File: config.mk
export PLATFORM = sky130hd
export DESIGN_NAME = fetch_sequencer
export DESIGN_NICKNAME = d
export VERILOG_FILES = /design/src/issue_pkg.sv /design/src/fetch_sequencer.sv
export SDC_FILE = /design/constraint.sdc
export NUM_CORES = 1
export LEC_CHECK = 0
export ABC_CLOCK_PERIOD_IN_PS = 8450
export BUFFER_PORTS_ARGS = -buffer_cell sky130_fd_sc_hd__buf_2
export CAP_MARGIN = 20
export CORE_MARGIN = 5
export CORE_UTILIZATION = 45
export DETAILED_ROUTE_END_ITERATION = 7
export PLACE_DENSITY = 0.72
export SYNTH_ARGS = -nofsm -noshare
export SYNTH_HDL_FRONTEND = slang
export SYNTH_SLANG_ARGS = --single-unit
File: constraint.sdc
create_clock -name clk -period 8.45 [get_ports clk]
set_clock_uncertainty 0.05 [all_clocks]
set_input_delay 2.535 -clock clk [delete_from_list [all_inputs] [get_ports clk]]
set_output_delay 2.535 -clock clk [all_outputs]
set_load 0.02 [all_outputs]
File: src/issue_pkg.sv
package issue_pkg;

    // fetch starts here after reset
    parameter logic [31:0] reset_pc = 32'h0000_3000;

    // physical registers 0..31 carry the reset mapping
    parameter int num_logical = 32;

    // funct codes of the two supported R-type operations
    parameter logic [5:0] funct_addu = 6'h21;
    parameter logic [5:0] funct_subu = 6'h23;

    typedef enum logic [3:0] {
        alu_r,
        ori,
        lui,
        lw,
        sw,
        beq,
        j,
        jal,
        other
    } op_class_t;

    // has_dst is only set for a write to a register other than $0
    typedef struct packed {
        op_class_t   op_class;
        logic [4:0]  rs;
        logic        rs_valid;
        logic [4:0]  rt;
        logic        rt_valid;
        logic [4:0]  dst_lr;
        logic        has_dst;
        logic [31:0] imm;
        logic [25:0] jump_target;
    } decoded_t;

endpackage

File: src/fetch_sequencer.sv
`timescale 1ns/1ps

module fetch_sequencer (
    input  logic                clk,
    input  logic                rst_n,
    input  issue_pkg::decoded_t dec,
    input  logic                take,
    input  logic                resolve_valid,
    input  logic                resolve_mispredict,
    output logic [31:0]         imem_addr,
    output logic [31:0]         pc,
    output logic [31:0]         next_pc_pred
);

    logic [31:0] seq_pc;
    logic [31:0] br_target;
    logic [31:0] jump_addr;
    logic        pred_taken;
    logic [31:0] alt_pc;
    logic        rollback;

    assign imem_addr = pc;
    assign rollback  = resolve_valid && resolve_mispredict;

    assign seq_pc    = pc + 32'd4;
    assign br_target = seq_pc + {dec.imm[29:0], 2'b00};
    assign jump_addr = {pc[31:28], dec.jump_target, 2'b00};

    // backward branches are predicted taken
    assign pred_taken = dec.imm[31];

    always_comb begin
        case (dec.op_class)
            issue_pkg::beq: begin
                next_pc_pred = pred_taken ? br_target : seq_pc;
            end
            issue_pkg::j,
            issue_pkg::jal: begin
                next_pc_pred = jump_addr;
            end
            default: begin
                next_pc_pred = seq_pc;
            end
        endcase
    end

    always_ff @(posedge clk or negedge rst_n) begin
        if (!rst_n) begin
            pc <= issue_pkg::reset_pc;
        end else if (rollback) begin
            pc <= alt_pc;
        end else if (take) begin
            pc <= next_pc_pred;
        end
    end

    // the path not predicted, used only on a misprediction
    always_ff @(posedge clk) begin
        if (take && dec.op_class == issue_pkg::beq) begin
            alt_pc <= pred_taken ? seq_pc : br_target;
        end
    end

endmodule

Word-level counts from Yosys, hierarchy flattened
Index checks and enable logic that the tools add are counted. W data, S select, Z words.

Add/subtract/negate cells: 2. Equality and inequality tests: 3. Multiplexer cells: 5. Reductions and logical operators: 4.

Operator list (count): $mux W32 (4); $pmux W32 S2 (1); $add A32 B3 Y32 const B (1); $add A32 B32 Y32 (1); $eq A4 B3 Y1 const B (3); $logic_and A1 B1 Y1 (2); $reduce_bool A2 Y1 (1); $reduce_or A2 Y1 (1).

Register bits: 64. Output and inout port bits: 96.

Logic depth before layout (Yosys ltp)
Depth after elaboration: 6. Gate-level depth with buffers: 19. Depth with buffers taken out: 18.

Least setup slack after synthesis
Ideal clock, no wire load.

Kind: input -> output. From: input dec[29] (netlist name). To: output next_pc_pred[25]. Data arrival time: 4845 ps. Path slack: 1020 ps. Stages: 10. Buffers on the path: 0. Cell sequence: ha_1 > a21o_1 > a21oi_2 > a211o_1 > a21o_2 > a31oi_4 > a221o_2 > a21oi_1 > xor2_1 > o21ai_0.

Word-level cells in the longest chain between the ends: 3.

RTL lines: start: declaration (RTL line fetch_sequencer.sv:6) `input issue_pkg::decoded_t dec,`; $add A32 B32 Y32 (RTL line fetch_sequencer.sv:26) `assign br_target = seq_pc + {dec.imm[29:0], 2'b00};`; $mux W32 (RTL line fetch_sequencer.sv:35) `next_pc_pred = pred_taken ? br_target : seq_pc;`; $pmux W32 S2 (RTL line fetch_sequencer.sv:33) `case (dec.op_class)`; end: declaration (RTL line fetch_sequencer.sv:12) `output logic [31:0] next_pc_pred`.

No other way between the ends.

Worst setup path after layout
From: input dec[26] (netlist name). To: output next_pc_pred[28].

Same word-level chain as after synthesis.

==> key figures <==
Worst hold path
  • Worst hold path class: register to register

Power
  • Static leakage power: 3.180 nW
  • Power Density: 216.6 mW/mm^2
  • VDD IR max: 0.09807 mV

Timing
  • RSZ-0062 raised after global routing: false
  • # setup viols final: 0
  • Worst-Margin Slew: 0.9644 ns
  • Setup TNS: 0 ns
  • Final Cycle Share: 0.9372
  • Slew headroom: 0.3555
  • Post-route minimum period: 7.920 ns
  • Hold Violations, Final: 0
  • Fmax: 0.1263 GHz
  • Pins Over Slew Limit: 0

GRT
  • Antenna violations before repair: 0
  • Pin count of the biggest net entering global routing: 54
  • Total GRT Usage: 0.2300
  • Global-route wire length before repair: 27,210 um
  • GR Overflow Total: 0
  • Vias in the first global route: 5,176

Die
  • IO Count: 181
  • Starting Density: 0.4613
  • Core box area: 0.01267 mm^2
  • Site Rows: 41
  • Die Footprint: 0.01537 mm^2
  • Die Ht: 124.0 um
  • Die width: 124.0 um

Logic synthesis
  • Synth top area share: 0.1644
  • Post-synth top area cell: edfxtp_1
  • Average cell area after synthesis: 8.472 um^2
  • Net count after synthesis: 811
  • FFs w/ async S/R, synth: 0.5000
  • Cell Area, Synth: 0.005846 mm^2
  • Sequential element share of the synthesized area: 0.3018
  • FF+latch count, synth: 64
  • Mapped Cells: 690
  • Synth unique cells: 68
  • Synth Flop Type: edfxtp_1
  • Syn. warnings: 0
  • Post-synth EDFFs: 32
  • Top cells by area, synth: edfxtp_1, dfrtp_1, ha_1

Clocking
  • CTS Sinks: 64
  • Htree depth: 3
  • TritonCTS buffer count: 9
  • Root Buffer: clkbuf_16
  • Setup bufs post-CTS: 0
  • Clock Path Buffers: 2
  • Clock Latency Late Sink: 0.35 ns
  • CTS tree: built
  • Post-CTS sizing: 0
  • Post-cts hold buffer count: 0
  • CTS clk-pin slew, worst paths: 0.05 ns

Setup path
  • Worst-path fanout max: 6
  • Buf/Inv on CP: 4
  • Critical Path, Cell by Cell: buf_2, ha_1, inv_1, fa_1, nor2b_1, o21ai_2, a21oi_1, o21a_1, a221oi_4, o21a_1, nor4_1, o21ai_0, a31oi_1, inv_1, buf_2
  • Setup CP Type: primary input to output port
  • Worst path arrival time: 5.33 ns
  • Critical Path Start Type: primary input
  • Worst setup EP type: output port
  • Largest stage delay, worst path: 0.39 ns
  • CP required: 5.87 ns
  • Critical-path top delay cell: fa_1
  • CP top delay family: compound AO/OA/AOI/OAI gates

Final layout
  • Fin nets: 927
  • Share of layout cells above drive strength 1: 0.2688
  • ANT cells: 0
  • Synthesis-to-layout area growth: 16.97%
  • # fillers: 1,223
  • Post-route insts no fill: 983

Job
  • Max Cap Violations: 0

Routing
  • Detail Route Antenna Nets: 0
  • 1st-iter DRT viols: 650
  • Avg WL per Cell: 17.64 um
  • DRT Pass-1 Iters: 5
  • Drt via density: 5.604
  • Final wirelength: 17,340 um
  • Vias: 5,509
  • Post-route DRC: 0

Placement
  • Estimated wirelength of the detail-placed design: 12,760 um
  • Final Wtd Congestion: 0.9110
  • Placed insts: 967
  • Count of input and output buffers: 161

Status
  • Status: complete, no violations
==> cells in the final DEF (no fill, tap or decap), types with 3 or more instances in the layout <==
cell type / netlist / final
a21o_1: 16 / 16
a21oi_1: 38 / 38
a222oi_1: 4 / 4
a22oi_1: 17 / 17
a31oi_1: 7 / 7
and2_1: 7 / 7
and3_1: 11 / 11
buf_2: 3 / 161
buf_4: 36 / 7
clkbuf_16: 0 / 9
dfrtp_1: 30 / 30
edfxtp_1: 32 / 32
ha_1: 35 / 35
inv_1: 28 / 28
mux2_2: 10 / 10
mux2i_1: 19 / 19
nand2_1: 105 / 105
nand2b_1: 3 / 3
nand3_1: 19 / 19
nand3b_1: 5 / 5
nand4_1: 9 / 9
nor2_1: 24 / 24
nor2b_1: 3 / 3
nor3_1: 11 / 10
nor3b_1: 3 / 3
o21a_1: 3 / 3
o21ai_0: 73 / 73
o21ai_1: 4 / 3
o21ai_2: 2 / 3
o21bai_1: 5 / 5
o22ai_1: 3 / 3
or2_2: 4 / 4
or3_1: 5 / 5
xnor2_1: 34 / 34
xor2_1: 20 / 20
==> flip-flops by register name, summed over array words and instances (netlist names) <==
register	cells
alt_pc	32
imem_addr	32
==> where the power goes <==
group	total, W	internal (W)	switching (W)
registers	0.000415	0.000370	0.0000447
clock network	0.000385	0.000244	0.000141
logic	0.000682	0.000261	0.000420
==> worst paths after layout <==
check / start / to / slack [ns] / cells after the start
min reg2reg: alt_pc[1] / imem_addr[1] / 0.39 / 2
max in group asynchronous: rst_n / imem_addr[28] / 5.59 / 1
min in group asynchronous: rst_n / imem_addr[14] / 2.24 / 1
min: alt_pc[1] / imem_addr[1] / 0.39 / 2
max reg2reg: imem_addr[5] / alt_pc[31] / 3.75 / 15
max: dec[26] / next_pc_pred[28] / 0.53 / 15
==> routing by layer <==
| metal | routed length [um] | GRT usage | vias up |
|---|---|---|---|
| met5 | 0 | 0 | - |
| met4 | 197 | 0.05955 | 0 |
| met3 | 1271 | 0.04133 | 13 |
| met2 | 8179 | 0.3680 | 206 |
| met1 | 7695 | 0.3220 | 2608 |
| li1 | - | - | 2682 |
==> cell usage after synthesis (all sizes together) (4+ instances only) <==
library cell and instances:
nand2 105, or3 5, a21o 17, clkbuf 20, nor3 12, o21ai 79, nand3 19, buf 43
or2 4, xor2 20, mux2 10, nand4 9, a31oi 8, nand3b 5, a21oi 39, a22oi 17
ha 35, dfrtp 30, inv 28, and2 7, a222oi 4, and3 12, o21bai 5, edfxtp 32
mux2i 19, xnor2 34, nor2 25
==> layout make-up <==
type / instances / area, um^2 / share of cell area
clock buffers: 13 / 260.3 / 0.03806
clock inverters: 3 / 40.04 / 0.005855
inverters: 28 / 105.1 / 0.01537
multi-input cells: 535 / 3595 / 0.5257
flip-flops and latches: 64 / 1764 / 0.2580
well taps: 172 / 215.2 / 0.03147
repair buffers: 168 / 858.3 / 0.1255
==> worst min-delay path, stage by stage, from the launching register on <==
cell and delay (ns):
edfxtp_1 0.32, nand2_1 0.04, nand2_1 0.05
==> per-stage QoR <==
step | power [W] | worst slack [ns] | utilization | hold slack (ns) | cell area, um^2
after floorplan | 0.0009371 | 1.020 | - | 0.3646 | 5846
after global placement | 0.001090 | 0.5725 | 0.5159 | 0.3714 | 6538
after detailed placement | 0.001097 | 0.5623 | 0.5159 | 0.3826 | 6538
after CTS | 0.001488 | 0.5601 | 0.5396 | 0.3943 | 6838
after global routing | 0.001581 | 0.2765 | 0.5396 | 0.4153 | 6838
final | 0.001481 | 0.5305 | 0.5396 | 0.3896 | 6838
==> kinds of logic (layout without fill, tap and decap cells) <==
| kind of cell | after synthesis | count (layout) | synth area share |
|---|---|---|---|
| compound gates | 195 | 195 | 0.2168 |
| buf+inv | 91 | 212 | 0.08476 |
| simple gates | 221 | 221 | 0.1856 |
| mux | 29 | 29 | 0.05180 |
| fa+ha+maj | 36 | 36 | 0.07834 |
| flops | 64 | 64 | 0.3018 |
| xor+xnor | 54 | 54 | 0.08091 |
(Power assumes the default switching activity.)
