$ cat config.mk
export PLATFORM = sky130hd
export DESIGN_NAME = issue_stage_flat
export DESIGN_NICKNAME = d
export VERILOG_FILES = /design/src/issue_pkg.sv /design/src/rename_if.sv /design/src/issue_stage.sv /design/src/flat_wrapper.sv
export SDC_FILE = /design/constraint.sdc
export NUM_CORES = 1
export LEC_CHECK = 0
export BUFFER_PORTS_ARGS = -buffer_cell sky130_fd_sc_hd__buf_2
export CORE_MARGIN = 2
export CORE_UTILIZATION = 28
export CTS_BUF_LIST = sky130_fd_sc_hd__clkbuf_4
export CTS_CLUSTER_DIAMETER = 100
export CTS_CLUSTER_SIZE = 8
export DETAILED_ROUTE_END_ITERATION = 10
export PLACE_DENSITY = 0.61
export SLEW_MARGIN = 0
export SYNTH_ARGS = -nofsm -noshare
export SYNTH_HDL_FRONTEND = slang
export SYNTH_SLANG_ARGS = --single-unit
$ cat constraint.sdc
create_clock -name clk -period 8.6 [get_ports clk]
set_input_delay 0.86 -clock clk [delete_from_list [all_inputs] [get_ports clk]]
set_output_delay 0.86 -clock clk [all_outputs]
set_load 0.1 [all_outputs]
$ cat src/issue_pkg.sv
package issue_pkg;

    // fetch starts here after reset
    parameter logic [31:0] reset_pc = 32'h0000_3000;

    // physical registers 0..31 carry the reset mapping
    parameter int num_logical = 32;

    // funct codes of the two supported R-type operations
    parameter logic [5:0] funct_addu = 6'h21;
    parameter logic [5:0] funct_subu = 6'h23;

    typedef enum logic [3:0] {
        alu_r,
        ori,
        lui,
        lw,
        sw,
        beq,
        j,
        jal,
        other
    } op_class_t;

    // has_dst is only set for a write to a register other than $0
    typedef struct packed {
        op_class_t   op_class;
        logic [4:0]  rs;
        logic        rs_valid;
        logic [4:0]  rt;
        logic        rt_valid;
        logic [4:0]  dst_lr;
        logic        has_dst;
        logic [31:0] imm;
        logic [25:0] jump_target;
    } decoded_t;

endpackage

$ cat src/rename_if.sv
`timescale 1ns/1ps

interface rename_if #(
    parameter int num_phy_regs = 64
);

    localparam int pr_w = $clog2(num_phy_regs);

    // mappings for the instruction at the current PC
    logic [pr_w-1:0] phy_rs;
    logic [pr_w-1:0] phy_rt;
    logic [pr_w-1:0] phy_dst;
    logic            ready;

    // issue commits the allocation on the next edge
    logic            take;

    modport rename (output phy_rs, phy_rt, phy_dst, ready, input take);

    modport stage (input phy_rs, phy_rt, phy_dst, ready, output take);

endinterface

$ cat src/issue_stage.sv
`timescale 1ns/1ps

module issue_stage #(
    parameter int num_phy_regs = 64
) (
    input  logic                                clk,
    input  logic                                rst_n,
    rename_if.stage                             ren,
    input  issue_pkg::decoded_t                 dec,
    input  logic [31:0]                         pc,
    input  logic [31:0]                         next_pc_pred,
    input  logic                                resolve_valid,
    input  logic                                resolve_mispredict,
    input  logic                                issue_ack,
    output logic                                issue_req,
    output logic [31:0]                         issue_pc,
    output logic [7:0]                          issue_id,
    output issue_pkg::op_class_t                issue_class,
    output logic [$clog2(num_phy_regs)-1:0]     phy_rs,
    output logic [$clog2(num_phy_regs)-1:0]     phy_rt,
    output logic [$clog2(num_phy_regs)-1:0]     phy_dst,
    output logic [31:0]                         next_pc_pred_out
);

    logic [7:0] id_cnt;
    logic       idle;

    // four-phase handshake is idle only when both lines are low
    assign idle     = !issue_req && !issue_ack;
    assign ren.take = idle && ren.ready && !(resolve_valid && resolve_mispredict);

    always_ff @(posedge clk or negedge rst_n) begin
        if (!rst_n) begin
            issue_req <= 1'b0;
            id_cnt    <= 8'd0;
        end else if (ren.take) begin
            issue_req <= 1'b1;
            id_cnt    <= id_cnt + 8'd1;
        end else if (issue_req && issue_ack) begin
            // consumer has the packet so req can fall
            issue_req <= 1'b0;
        end
    end

    // packet fields only change on a take, so they hold while req is high
    always_ff @(posedge clk) begin
        if (ren.take) begin
            issue_pc         <= pc;
            issue_id         <= id_cnt;
            issue_class      <= dec.op_class;
            phy_rs           <= ren.phy_rs;
            phy_rt           <= ren.phy_rt;
            phy_dst          <= ren.phy_dst;
            next_pc_pred_out <= next_pc_pred;
        end
    end

endmodule

$ cat src/flat_wrapper.sv
// flat-port wrapper written by rule: the top's interface ports become plain ports
module issue_stage_flat 
#(
    parameter int num_phy_regs = 64
)
  (clk, rst_n, dec, pc, next_pc_pred, resolve_valid, resolve_mispredict, issue_ack, issue_req, issue_pc, issue_id, issue_class, phy_rs, phy_rt, phy_dst, next_pc_pred_out, ren_phy_rs, ren_phy_rt, ren_phy_dst, ren_ready, ren_take);
  rename_if #(.num_phy_regs(num_phy_regs)) ren_i ();
  input  logic clk;
  input  logic rst_n;
  input  issue_pkg::decoded_t dec;
  input  logic [31:0] pc;
  input  logic [31:0] next_pc_pred;
  input  logic resolve_valid;
  input  logic resolve_mispredict;
  input  logic issue_ack;
  output logic issue_req;
  output logic [31:0] issue_pc;
  output logic [7:0] issue_id;
  output issue_pkg::op_class_t issue_class;
  output logic [$clog2(num_phy_regs)-1:0] phy_rs;
  output logic [$clog2(num_phy_regs)-1:0] phy_rt;
  output logic [$clog2(num_phy_regs)-1:0] phy_dst;
  output logic [31:0] next_pc_pred_out;
  input wire logic [$bits(ren_i.phy_rs)-1:0] ren_phy_rs;
  input wire logic [$bits(ren_i.phy_rt)-1:0] ren_phy_rt;
  input wire logic [$bits(ren_i.phy_dst)-1:0] ren_phy_dst;
  input wire logic [$bits(ren_i.ready)-1:0] ren_ready;
  output wire logic [$bits(ren_i.take)-1:0] ren_take;
  assign ren_i.phy_rs = ren_phy_rs;
  assign ren_i.phy_rt = ren_phy_rt;
  assign ren_i.phy_dst = ren_phy_dst;
  assign ren_i.ready = ren_ready;
  assign ren_take = ren_i.take;
  issue_stage #(.num_phy_regs(num_phy_regs)) u_core (.clk(clk), .rst_n(rst_n), .ren(ren_i), .dec(dec), .pc(pc), .next_pc_pred(next_pc_pred), .resolve_valid(resolve_valid), .resolve_mispredict(resolve_mispredict), .issue_ack(issue_ack), .issue_req(issue_req), .issue_pc(issue_pc), .issue_id(issue_id), .issue_class(issue_class), .phy_rs(phy_rs), .phy_rt(phy_rt), .phy_dst(phy_dst), .next_pc_pred_out(next_pc_pred_out));
endmodule
# [Word-level counts from Yosys, hierarchy flattened]
# Index checks and enable logic that the tools add are counted.
[word_totals] ff_bits=103 in_bits=168 word_cells=21
[op_classes] add_sub_neg=1 mux=2 reduce_logical=9
[op_table] operator="$add A8 B1 Y8 const B" count=1
[op_table] operator="$logic_and A1 B1 Y1" count=5
[op_table] operator="$logic_not A1 Y1" count=3
[op_table] operator="$mux W1" count=2
[op_table] operator="$reduce_bool A2 Y1" count=1

# [Longest topological paths before layout]
[depth] ltp_word=5 ltp_mapped=4 ltp_nobuf=4

# [Worst setup path after synthesis]
# OpenSTA, ideal clock, no wires.
[synth_path] kind="register -> register" startpoint="register u_core.issue_req" endpoint="register u_core.id_cnt[1]" setup_time_ns=0.092 arrival_ns=7.192 slack_ns=1.316 stages_incl_launch_ff=4 path_buffers=0 synth_period_minus_slack_ns=7.284 path_cell_list="dfrtp_1 or2_4 nor2_1 mux2_2"
[synth_via] elab_chain_cells=4
[synth_rtl] element="from (decl)" line="issue_stage.sv:15" source="output logic issue_req,"
[synth_rtl] element="from (signal assigned)" line="issue_stage.sv:34" source="issue_req <= 1'b0;"
[synth_rtl] element="from (signal assigned)" line="issue_stage.sv:37" source="issue_req <= 1'b1;"
[synth_rtl] element="from (signal assigned)" line="issue_stage.sv:41" source="issue_req <= 1'b0;"
[synth_rtl] element="$logic_not A1 Y1" line="issue_stage.sv:29" source="assign idle = !issue_req && !issue_ack;"
[synth_rtl] element="$logic_and A1 B1 Y1" line="issue_stage.sv:29"
[synth_rtl] element="$logic_and A1 B1 Y1 (2 in series)" line="issue_stage.sv:30" source="assign ren.take = idle && ren.ready && !(resolve_valid && resolve_mispredict);"
[synth_rtl] element="via ren_take" line="flat_wrapper.sv:28" source="output wire logic [$bits(ren_i.take)-1:0] ren_take;"
[synth_rtl] element="to (signal assigned)" line="issue_stage.sv:38" source="id_cnt <= id_cnt + 8'd1;"
[synth_rtl] element="to (decl)" line="issue_stage.sv:25" source="logic [7:0] id_cnt;"
# The timed path passes the listed nets, and every way through them passes these cells.
# A chain may end at the register's enable or synchronous reset.

# [Final worst setup path]
[layout_path] startpoint="input port issue_ack" endpoint="output port ren_take"
[layout_via] elab_chain_cells=4
[layout_rtl] element="from (decl)" line="flat_wrapper.sv:15" source="input logic issue_ack;"
[layout_rtl] element="$logic_not A1 Y1" line="issue_stage.sv:29"
[layout_rtl] element="$logic_and A1 B1 Y1" line="issue_stage.sv:29"
[layout_rtl] element="$logic_and A1 B1 Y1 (2 in series)" line="issue_stage.sv:30"
[layout_rtl] element="to (decl)" line="flat_wrapper.sv:28"
# Every way passes these cells.

==> out/qor.yml <==
run_status:
  status: "finished, final reports clean"
power_and_ir_drop:
  peakVddDrop_v: 0.0000822
  p_total_mw: 1.07
  p_leak_nw: 1.89
  power.density_nw_per_um2: 236
clock_tree:
  cts_made_buffers: 9
  ctsHoldBuffers: 0
  cts_tree: "done"
  cts_resized: 0
  cts_setup_buffers: 0
  cts.clk_slew.worst_paths_ns: 0.15
  cts_root_buf: "clkbuf_4"
  clk_latency_ns: 0.44
  cts_num_sinks: 103
  cts_buffer_depth: 2
  cts_max_level: 3
timing:
  worstMarginPinSlew_ns: 0.633
  rsz0062_at_grt: "no"
  drv_slew: 0
  hold_viol: 0
  period_minus_slack_ns: 2.68
  fin_ws_ns: 5.92
  fin_crit_sh_pct: 31.2
  setup_viol: 0
  fin_skew_ns: 0.0182
  worst_slew_margin_rel_pct: 57.8
  fmax_mhz: 373
  tns_ns: 0
logic_synthesis:
  yosysWarnings: 0
  synth_cell_types: 17
  ys_seq_area_share_pct: 94.3
  synth_fa_ha_area_share_pct: 0.387
  synth_xor_area_share_pct: 1.90
  netlist_area_um2: 3230
  muxShareOfSynthArea_pct: 0.348
  synthSimpleGateAreaFrac_pct: 2.55
  syn_nets: 298
  synth_compound_area_share_pct: 0.542
  synth_cells: 129
  synth_seq_cells: 103
  synth_top_family_by_area: "simple AND/OR/NAND/NOR gates"
  synth.avg_cell_area_um2: 25.1
drt:
  drc: 0
  via_per_inst: 4.12
  postRouteAntennaNets: 0
  num_vias: 1971
  first_pass_iters: 3
  post_drt_wl_per_cell_um: 15.0
  finalWirelength_mm: 7.17
  drtIter0Drc: 101
die:
  die_h_um: 111
  pin_count: 264
  coreArea_um2: 11300
  fp-row-count: 39
  die_w_um: 111
  dieArea_um2: 12400
  initial_core_util_pct: 28.6
min_path:
  hold_path.class: "input pin to asynchronous set/reset pin"
worst_setup_path:
  crit_type: "input pin to output port"
  r2r-start: "u_core.issue_req"
  worstReg2RegEnd: "u_core.issue_pc[3]"
  endpoint_kind: "output port"
  cp-start-kind: "input pin"
  rrSetupSlack_ns: 6.26
  cp_max_fo: 4
  reg2regPathDepth: 4
  worstPathArrival_ns: 1.82
  cp.required_ns: 7.74
global_routing:
  grt_pass1_vias: 1905
  grt_pass1_wl_mm: 10.5
  track_usage_pct: 11.2
  grt_overflow: 0
  antenna_found_initial: 1
  grt_max_degree: 50
place:
  dp_slack_ns: 5.59
  io_buffers: 187
  dp.final_hpwl_mm: 5.32
  globalplace.congestion: 0.740
  placed_cell_area_um2: 4370
layout:
  nNetsFinal: 498
  syn_to_final_growth_pct: 40.4
  layout-drive-gt1-share_pct: 62.6
  fill_cells: 1083
  ff_latch_area_um2: 3050
  multi_input_area_um2: 193
  fin_area_um2: 4540
flow_run:
  drv_cap: 0
synthesized netlist by cell type:
library cell  instances  share of area, %
nand3_1               1              0.15
nor2_1                3              0.35
xor2_1                4               1.1
and3_1                1              0.19
edfxtp_1             94                87
dfrtp_1               9               7.0
nand4_1               3              0.58
a21bo_2               1              0.31
nor3b_1               1              0.23
nor3_1                1              0.15
a21boi_0              1              0.23
mux2_2                1              0.35
xnor2_1               3              0.81
or2_4                 1              0.27
nor4_1                2              0.39
nand2_1               2              0.23
ha_1                  1              0.39
through the flow:
step	util, %	hold slack, ns	cells
global route	40.1	0.218	477
finish	40.1	0.246	478
global placement	38.6	0.456	461
floorplan	-	0.437	129
detailed placement	38.6	0.452	461
CTS	40.1	0.214	477
power breakdown:
group	switching (mW)	internal, mW	total, mW
registers	0.0189	0.582	0.601
logic	0.154	0.0371	0.191
clock network	0.157	0.123	0.280
total	0.330	0.742	1.07
critical path, cell delays in order:
cell and delay (ns):
buf_2 0.12, or2_4 0.27, nor2_4 0.11, buf_2 0.45
sequential cells by signal, indices dropped and copies added, names as in the netlist, 4 cells and up:
name and cells:
u_core.id_cnt 8, u_core.issue_class 4, u_core.issue_id 8, u_core.issue_pc 32, u_core.next_pc_pred_out 32, u_core.phy_dst 6, u_core.phy_rs 6, u_core.phy_rt 6
how the worst max path moves through the flow:
stage	start	endpoint	slack (ns)	depth (start not counted)
floorplan	u_core.issue_req	u_core.id_cnt[1]	1.32	3
global placement	issue_ack	u_core.issue_pc[3]	5.65	5
detailed placement	issue_ack	u_core.issue_pc[3]	5.59	5
CTS	issue_ack	ren_take	5.90	4
global route	issue_ack	ren_take	5.87	4
finish	issue_ack	ren_take	5.92	4
final cells by class:
class	count	share of cell area [%]
repair buffers	189	20.9
multi-input cells	26	4.24
flip-flops and latches	103	67.1
diodes	1	0.0551
clock inverters	6	2.04
clock buffers	10	1.65
well taps	143	3.94
logic make-up (layout without fill, tap and decap cells):
logic type / after synthesis / count (layout)
simple gates: 15 / 15
fa+ha+maj: 1 / 1
buf+inv: 0 / 205
xor+xnor: 7 / 7
mux: 1 / 1
flops: 103 / 103
compound gates: 2 / 2
other cells: 0 / 1
routing by layer:
layer  global-route usage, %  vias to the layer above  wire length [um]
li1                        -                      910                 -
met1                    14.1                      955              2960
met2                    17.8                       98              3470
met3                    4.30                        8               631
met4                    4.12                        0               111
met5                       0                        -                 0
placed cells by master, fill, tap and decap left out:
cell / n
buf_2: 187
a21boi_0: 1
nor3b_1: 1
xnor2_1: 3
nand3_1: 1
mux2_2: 1
inv_6: 1
clkinvlp_4: 2
clkinv_4: 1
nor2_1: 2
diode_2: 1
nor3_1: 1
nand2_1: 2
nand4_1: 3
xor2_1: 4
nor4_1: 2
nor2_4: 1
a21bo_2: 1
edfxtp_1: 94
or2_4: 1
clkbuf_4: 10
and3_1: 1
dfrtp_1: 9
bufinv_16: 2
ha_1: 1
buf_4: 2
(Power assumes the default switching activity.)
