### src/issue_pkg.sv
package issue_pkg;

    // fetch starts here after reset
    parameter logic [31:0] reset_pc = 32'h0000_3000;

    // physical registers 0..31 carry the reset mapping
    parameter int num_logical = 32;

    // funct codes of the two supported R-type operations
    parameter logic [5:0] funct_addu = 6'h21;
    parameter logic [5:0] funct_subu = 6'h23;

    typedef enum logic [3:0] {
        alu_r,
        ori,
        lui,
        lw,
        sw,
        beq,
        j,
        jal,
        other
    } op_class_t;

    // has_dst is only set for a write to a register other than $0
    typedef struct packed {
        op_class_t   op_class;
        logic [4:0]  rs;
        logic        rs_valid;
        logic [4:0]  rt;
        logic        rt_valid;
        logic [4:0]  dst_lr;
        logic        has_dst;
        logic [31:0] imm;
        logic [25:0] jump_target;
    } decoded_t;

endpackage

### src/opcode_decoder.sv
`timescale 1ns/1ps

module opcode_decoder (
    input  logic [31:0]       instr,
    output issue_pkg::decoded_t dec
);

    localparam logic [5:0] op_special = 6'h00;
    localparam logic [5:0] op_j       = 6'h02;
    localparam logic [5:0] op_jal     = 6'h03;
    localparam logic [5:0] op_beq     = 6'h04;
    localparam logic [5:0] op_ori     = 6'h0d;
    localparam logic [5:0] op_lui     = 6'h0f;
    localparam logic [5:0] op_lw      = 6'h23;
    localparam logic [5:0] op_sw      = 6'h2b;

    logic [5:0] opcode;
    logic [5:0] funct;
    logic [4:0] rd;
    logic       writes;
    logic [4:0] dst;

    assign opcode = instr[31:26];
    assign funct  = instr[5:0];
    assign rd     = instr[15:11];

    always_comb begin
        dec.op_class    = issue_pkg::other;
        dec.rs          = instr[25:21];
        dec.rt          = instr[20:16];
        dec.rs_valid    = 1'b0;
        dec.rt_valid    = 1'b0;
        dec.imm         = {{16{instr[15]}}, instr[15:0]};
        dec.jump_target = instr[25:0];
        writes          = 1'b0;
        dst             = 5'd0;

        case (opcode)
            op_special: begin
                if (funct == issue_pkg::funct_addu || funct == issue_pkg::funct_subu) begin
                    dec.op_class = issue_pkg::alu_r;
                    dec.rs_valid = 1'b1;
                    dec.rt_valid = 1'b1;
                    writes       = 1'b1;
                    dst          = rd;
                end
            end
            op_ori: begin
                dec.op_class = issue_pkg::ori;
                dec.rs_valid = 1'b1;
                writes       = 1'b1;
                dst          = instr[20:16];
            end
            op_lui: begin
                dec.op_class = issue_pkg::lui;
                writes       = 1'b1;
                dst          = instr[20:16];
            end
            op_lw: begin
                dec.op_class = issue_pkg::lw;
                dec.rs_valid = 1'b1;
                writes       = 1'b1;
                dst          = instr[20:16];
            end
            op_sw: begin
                // base and store data are both read
                dec.op_class = issue_pkg::sw;
                dec.rs_valid = 1'b1;
                dec.rt_valid = 1'b1;
            end
            op_beq: begin
                dec.op_class = issue_pkg::beq;
                dec.rs_valid = 1'b1;
                dec.rt_valid = 1'b1;
            end
            op_j: begin
                dec.op_class = issue_pkg::j;
            end
            op_jal: begin
                // link register is always $31
                dec.op_class = issue_pkg::jal;
                writes       = 1'b1;
                dst          = 5'd31;
            end
            default: begin
                dec.op_class = issue_pkg::other;
            end
        endcase

        // a write to $0 is dropped and needs no allocation
        dec.has_dst = writes && (dst != 5'd0);
        dec.dst_lr  = dec.has_dst ? dst : 5'd0;
    end

endmodule

### config.mk
export PLATFORM = sky130hd
export DESIGN_NAME = opcode_decoder
export DESIGN_NICKNAME = d
export VERILOG_FILES = /design/src/issue_pkg.sv /design/src/opcode_decoder.sv
export SDC_FILE = /design/constraint.sdc
export NUM_CORES = 1
export LEC_CHECK = 0
export ABC_AREA = 1
export BUFFER_PORTS_ARGS = -buffer_cell sky130_fd_sc_hd__buf_2
export CAP_MARGIN = 20
export CORE_MARGIN = 4
export CORE_UTILIZATION = 33
export DETAILED_ROUTE_END_ITERATION = 7
export PLACE_DENSITY_LB_ADDON = 0.15
export SETUP_SLACK_MARGIN = 0.2
export SYNTH_ARGS = -nofsm -noshare
export SYNTH_HDL_FRONTEND = slang
export SYNTH_SLANG_ARGS = --single-unit
### constraint.sdc
create_clock -name vclk -period 1.5
set_input_delay 0.3 -clock vclk [all_inputs]
set_output_delay 0.3 -clock vclk [all_outputs]
set_load 0.02 [all_outputs]
; Word-level counts from Yosys, hierarchy flattened
; Cells that the tools add are included.
; Widths: inputs -> output; s select.
[totals]
register_bits = 0
wordCells = 26
input_bits = 32
output_inout_bits = 80
[classes]
mux = 9
eq_ne = 9
reduce_logical = 8
[op_table]
columns = operator, n
row1 = $pmux 4 s8, 1
row2 = $eq 6x6->1 const B, 4
row3 = $pmux 5 s3, 1
row4 = $eq 6x2->1 const B, 2
row5 = $eq 6x4->1 const B, 2
row6 = $mux 5, 2
row7 = $reduce_or 4->1, 2
row8 = $eq 6x3->1 const B, 1
row9 = $logic_not 6->1, 1
row10 = $pmux 1 s2, 3
row11 = $reduce_bool 5->1, 1
row12 = $mux 4, 1
row13 = $reduce_or 3->1, 1
row14 = $reduce_or 2->1, 1
row15 = $logic_and 1x1->1, 1
row16 = $logic_or 1x1->1, 1
row17 = $mux 1, 1

; Logic depth before layout (Yosys ltp)
; Gate-level depths: netlist of the first run.
[logic_depth]
depth_word = 7
ltp_mapped = 8
depth_no_buf = 8

; Worst setup path after synthesis of the first run
; OpenSTA, ideal clock, no wires.
[synth_path]
path_kind = input to output
startpoint = input instr[26]
endpoint = output dec[58] in the netlist's numbering
required_ns = 1.200
arrival_ns = 1.248
setup_slack_ns = -0.048
path_stages = 8
cell_sequence = nand2_1 > inv_1 > nand3_2 > nand3_2 > nand2_1 > nand3_1 > nor2_1 > nand3_1
[synth_lines]
columns = element, line
row1 = "start, declared", opcode_decoder.sv:4  ; input logic [31:0] instr,
row2 = "end, declared", opcode_decoder.sv:5  ; output issue_pkg::decoded_t dec

==> impl_metrics.json, run 1 <==
{
  "cellLeakagePower_nw": 0.7676,
  "synth_warnings": 0,
  "min_period_ps": 1591,
  "clockBufferCount": 0,
  "finalHoldViolCount": 0,
  "postSynthCellCount": 131,
  "path_class": "in2out",
  "hp-start": "instr[21]",
  "peakVddDrop_mv": 0.1626,
  "start_kind": "input pin",
  "seqCellArea_um2": 0,
  "row_count": 17,
  "crit_path_end": "dec[58]",
  "drive_gt1_share_pct": 83.54,
  "wl_per_cell_um": 11.56,
  "drc_errors": 0,
  "grt_remaining_overflow": 0,
  "vias_per_cell": 4.355,
  "yosysSeqAreaShare_pct": 0,
  "first_pass_iters": 2,
  "first_global_vias": 759,
  "die_h_um": 57.76,
  "hp-class": "in2out",
  "syn_nets": 163,
  "pin_count": 112,
  "fillers": 232,
  "arrival_ps": 1290,
  "die_area_um2": 3336,
  "relSlewSlack_pct": 88.28,
  "totalWireLength_um": 2150,
  "die_width_um": 57.76,
  "syn_area_um2": 817.0,
  "maxSlewViolCount": 0,
  "setup_viol": 6,
  "start_util_pct": 35.90,
  "via_count": 810,
  "period_share_pct": 106.1,
  "coreArea_um2": 2276,
  "power_density_nw_per_um2": 294.9,
  "antenna_found_initial": 0,
  "rsz0062_at_grt": "yes",
  "placed_cell_area_um2": 927.1,
  "clock.fmax_mhz": 628.5,
  "worst_slack_ps": -91.01,
  "n_antenna_cell": 0,
  "drt_iter0_markers": 9,
  "status": "finished, violations left",
  "final_cell_area_um2": 1165,
  "grt_max_degree": 17,
  "ant_nets": 0,
  "cp.required_ps": 1200,
  "port_buffers": 79,
  "whs_ps": 600.0,
  "gp_congestion": 0.7367,
  "crit_path_end_kind": "output port",
  "drv_cap": 0,
  "dpl.hpwl_um": 1766,
  "worst_pin_slew_ps": 175.4,
  "cp_max_fo": 6,
  "seq_cell_count": 0,
  "synth_area_per_cell_um2": 6.237,
  "final_nets": 192,
  "multi_input_area_um2": 446.7,
  "synth_cell_types": 12,
  "violations": "setup timing",
  "ctsHoldBuffers": 0,
  "syn2layout_area_growth_pct": 42.57,
  "grt_pass1_wl_um": 3367,
  "crit_path_start": "instr[28]",
  "grt_use_total_pct": 11.88
}
-- worst max-delay path, cell delays in order --
cell and delay, ps:
buf_8 110, nor2_4 180, nand3_2 120, clkinv_2 130, nand3_1 130, nand3_4 120
nor2_4 30, nand3_2 60, buf_6 110
-- stage by stage --
step | worst slack, ps | util [%] | TNS, ps | std cells | total power [W]
CTS | -78.75 | 49.15 | -188.2 | 186 | 0.0003370
floorplan | 109.3 | - | 0 | 131 | 0.0003265
global placement | -168.1 | 40.74 | -626.3 | 182 | 0.0002944
finish | -91.01 | 51.18 | -324.2 | 186 | 0.0003435
global route | -177.9 | 51.18 | -991.8 | 186 | 0.0003678
detailed placement | -143.3 | 40.74 | -460.7 | 182 | 0.0002952
-- layout by cell type, fill, tap and decap left out, types with 5 or more instances in the layout --
| cell type | instances |
|---|---|
| nand3_2 | 7 |
| nand2_1 | 6 |
| nand2_2 | 5 |
| buf_2 | 62 |
| nand3_4 | 6 |
| nand2_4 | 5 |
| inv_1 | 8 |
| buf_6 | 17 |
| buf_4 | 14 |
| nand3_1 | 6 |
-- power breakdown --
group          leakage [nW]  internal, W  switching (W)
registers                 0            0              0
clock network             0            0              0
logic                 0.768     0.000139       0.000204
total                 0.768     0.000139       0.000204
-- metal layers --
metal | share of wire (%) | vias up | wire, um | track usage (%)
met5 | 0 | - | 0 | 0
met4 | 2.3 | 0 | 49 | 2.980
met3 | 13 | 11 | 275 | 1.114
met2 | 54 | 56 | 1154 | 23.23
met1 | 31 | 351 | 669 | 13.50
li1 | - | 392 | - | -
-- cell type report --
cell class	instances	area share, %
Inverter	12	3.974
Multi-Input combinational cell	51	38.35
Tap cell	28	3.008
Timing Repair Buffer	95	54.67
-- cell usage after synthesis --
cell / instances / area [um2]
inv_1: 11 / 41.29
nand3b_1: 1 / 7.510
clkinv_2: 1 / 5.000
nor2_2: 2 / 12.51
nor2_8: 1 / 20.02
buf_4: 68 / 510.5
nand2_1: 16 / 60.06
nand3_1: 16 / 80.08
nor2_1: 10 / 37.54
nand4_1: 1 / 6.260
o22ai_1: 1 / 6.260
nand3_2: 3 / 30.03
-- timing repair --
| action | in CTS | in global routing |
|---|---|---|
| pin swaps | 20 | 9 |
| cloned | 0 | 0 |
| endpoints found under the setup margin | 12 | 12 |
| gates resized for setup | 45 | 12 |
| buffers inserted | 4 | 0 |
-- logic make-up after synthesis --
kind of cell / after synthesis / share of synthesized area (%)
AND/OR/NAND/NOR: 50 / 31.09
buffers and inverters: 80 / 68.15
AO/OA/AOI/OAI: 1 / 0.7662
-- how the worst min path moves through the flow --
stage                         end  cells after the start  slack [ps]
after global placement    dec[25]                      0         600
after detailed placement  dec[25]                      0         600
final                     dec[71]                      0         600
after global routing      dec[33]                      0         600
after floorplan            dec[0]                      1         710
after CTS                 dec[25]                      0         600
Power figures use the tool's default switching activity.
==> run 2, diff against run 1 <==
--- a/config.mk
+++ b/config.mk
@@ -5,7 +5,7 @@
 export SDC_FILE = /design/constraint.sdc
 export NUM_CORES = 1
 export LEC_CHECK = 0
-export ABC_AREA = 1
+export ABC_AREA = 0
 export BUFFER_PORTS_ARGS = -buffer_cell sky130_fd_sc_hd__buf_2
 export CAP_MARGIN = 20
 export CORE_MARGIN = 4
==> constraint.sdc (replaced) <==
create_clock -name vclk -period 1.74
set_input_delay 0.348 -clock vclk [all_inputs]
set_output_delay 0.348 -clock vclk [all_outputs]
set_load 0.02 [all_outputs]
==> run 2 against run 1 <==
  * The run still ends with setup timing left
  * Count of clock-buffer cells in the layout is the same
  * Global-route usage is 0.98 points higher
  * Utilization grew 0.41 points
  * Non-clock buffer count increased by 17
  * Highest routed layer unchanged
==> impl_metrics.json, run 2 <==
{
  "n_antenna_cell": 0,
  "p_total_w": 0.0003206,
  "whs_ps": 696.0,
  "clockBufferCount": 0,
  "grt_remaining_overflow": 0,
  "synth.most_common_cell": "buf_4",
  "vias_per_cell": 4.552,
  "dpl.hpwl_um": 2021,
  "grt_use_total_pct": 12.86,
  "port_buffers": 79,
  "cp.required_ps": 1390,
  "coreArea_um2": 2318,
  "violations": "setup timing",
  "totalWireLength_um": 2484,
  "slowest_delay_ps": 530,
  "yosysSeqAreaShare_pct": 0,
  "drt_iter0_markers": 10,
  "start_kind": "input pin",
  "yosys-top-cells-area": "buf_4 (61%), a221o_1 (6.0%), or4_1 (2.7%)",
  "pin_count": 112,
  "seq_cell_count": 0,
  "min_period_ps": 2074,
  "synth_area_per_cell_um2": 7.343,
  "antenna_found_initial": 0,
  "final_common_cell": "buf_2",
  "rsz0062_at_grt": "yes",
  "first_pass_iters": 4,
  "peakVddDrop_mv": 0.1705,
  "fillers": 225,
  "hp-class": "in2out",
  "finalHoldViolCount": 0,
  "ant_nets": 0,
  "crit_chain": "buf_6 > or4_4 > nor4_4 > buf_4 > a221o_1 > buf_6",
  "drv_cap": 0,
  "clock.fmax_mhz": 482.1,
  "synth.top_cell.area_share_pct": 60.99,
  "status": "finished, violations left",
  "syn_nets": 146,
  "top_layer": "met4",
  "synth_commonest_cells": "buf_4 (68), a221o_1 (5), a21oi_1 (4), nor2_1 (4)",
  "seqCellArea_um2": 0,
  "first_global_vias": 780,
  "yosys.area.top_type": "buf_4",
  "crit_slowest_cell": "or4_4",
  "worst_pin_slew_ps": 252.7,
  "met3_length_um": 258,
  "synth_warnings": 0,
  "path_class": "in2out",
  "synth_cell_types": 26,
  "postSynthCellCount": 114,
  "arrival_ps": 1730,
  "setup_viol": 11,
  "grt_max_degree": 20,
  "wl_met1_um": 915,
  "wl_per_cell_um": 13.57,
  "via_count": 833,
  "period_share_pct": 119.2,
  "final_nets": 189,
  "met2_length_um": 1283,
  "cp_common_cell": "buf_6",
  "crit_path_end_kind": "output port",
  "grt_pass1_wl_um": 3643,
  "cp_max_fo": 5,
  "cellLeakagePower_nw": 0.6388,
  "syn_area_um2": 837.1,
  "maxSlewViolCount": 0,
  "relSlewSlack_pct": 83.12,
  "row_count": 17,
  "drc_errors": 0,
  "hold_depth": 0,
  "start_util_pct": 36.10,
  "die_area_um2": 3406,
  "worst_slack_ps": -334.3,
  "layout_common_cells": "buf_2 (66), buf_4 (25), buf_6 (21)",
  "syn2layout_area_growth_pct": 42.90,
  "ctsHoldBuffers": 0,
  "power_density_nw_per_um2": 268.0,
  "gp_congestion": 0.7640,
  "die_h_um": 58.37,
  "die_width_um": 58.37,
  "drive_gt1_share_pct": 82.58
}
-- run 2: worst paths after layout --
check  startpoint      end  slack (ps)
min      instr[7]   dec[7]         700
max     instr[31]  dec[59]        -330
-- run 2: critical path: cells and delay by family --
| family | cells | cell delay [ps] |
|---|---|---|
| AO/OA/AOI/OAI | 1 | 160 |
| buffers and inverters | 3 | 400 |
| AND/OR/NAND/NOR | 2 | 810 |
-- run 2: cell type report --
type                            count  area (um2)  share of cell area (%)
Multi-Input combinational cell     43       406.6                   34.00
Timing Repair Buffer              112       754.5                   63.08
Tap cell                           28       35.03                   2.929
-- run 2: what timing repair did --
item	4_1_cts	5_1_grt
resized for setup	39	5
pin swaps	11	8
cloned	1	0
endpoints found under the setup margin	12	12
buffers inserted	4	0
-- run 2: cell families (layout without fill, tap and decap cells) --
| logic type | count (synthesis) | count (layout) | share of synthesized area [%] |
|---|---|---|---|
| AND/OR/NAND/NOR | 27 | 27 | 22.72 |
| AO/OA/AOI/OAI | 15 | 15 | 12.85 |
| buffers and inverters | 71 | 112 | 63.38 |
| XOR/XNOR | 1 | 1 | 1.047 |
-- run 2: layer usage --
layer | up-vias | GRT usage (%)
met2 | 40 | 22.81
met3 | 8 | 0.6579
met4 | 0 | 4.305
met5 | - | 0
met1 | 379 | 16.43
li1 | 406 | -
-- run 2: report_power, final --
part           total [W]  switching (W)  internal (W)
Clock                  0              0             0
Combinational   0.000321       0.000179      0.000141
Sequential             0              0             0
Total           0.000321       0.000179      0.000141
-- run 2: metrics by stage --
step | worst slack (ps) | setup TNS [ps] | cells | util, % | cell area (um2)
finish | -334.3 | -3013 | 183 | 51.59 | 1196
floorplan | -268.7 | -2139 | 114 | - | 908.4
detailed placement | -342.6 | -3467 | 178 | 42.58 | 987.2
CTS | -344.8 | -3123 | 183 | 50.62 | 1174
global route | -396.9 | -3618 | 183 | 51.59 | 1196
global placement | -347.1 | -3408 | 178 | 42.58 | 987.2
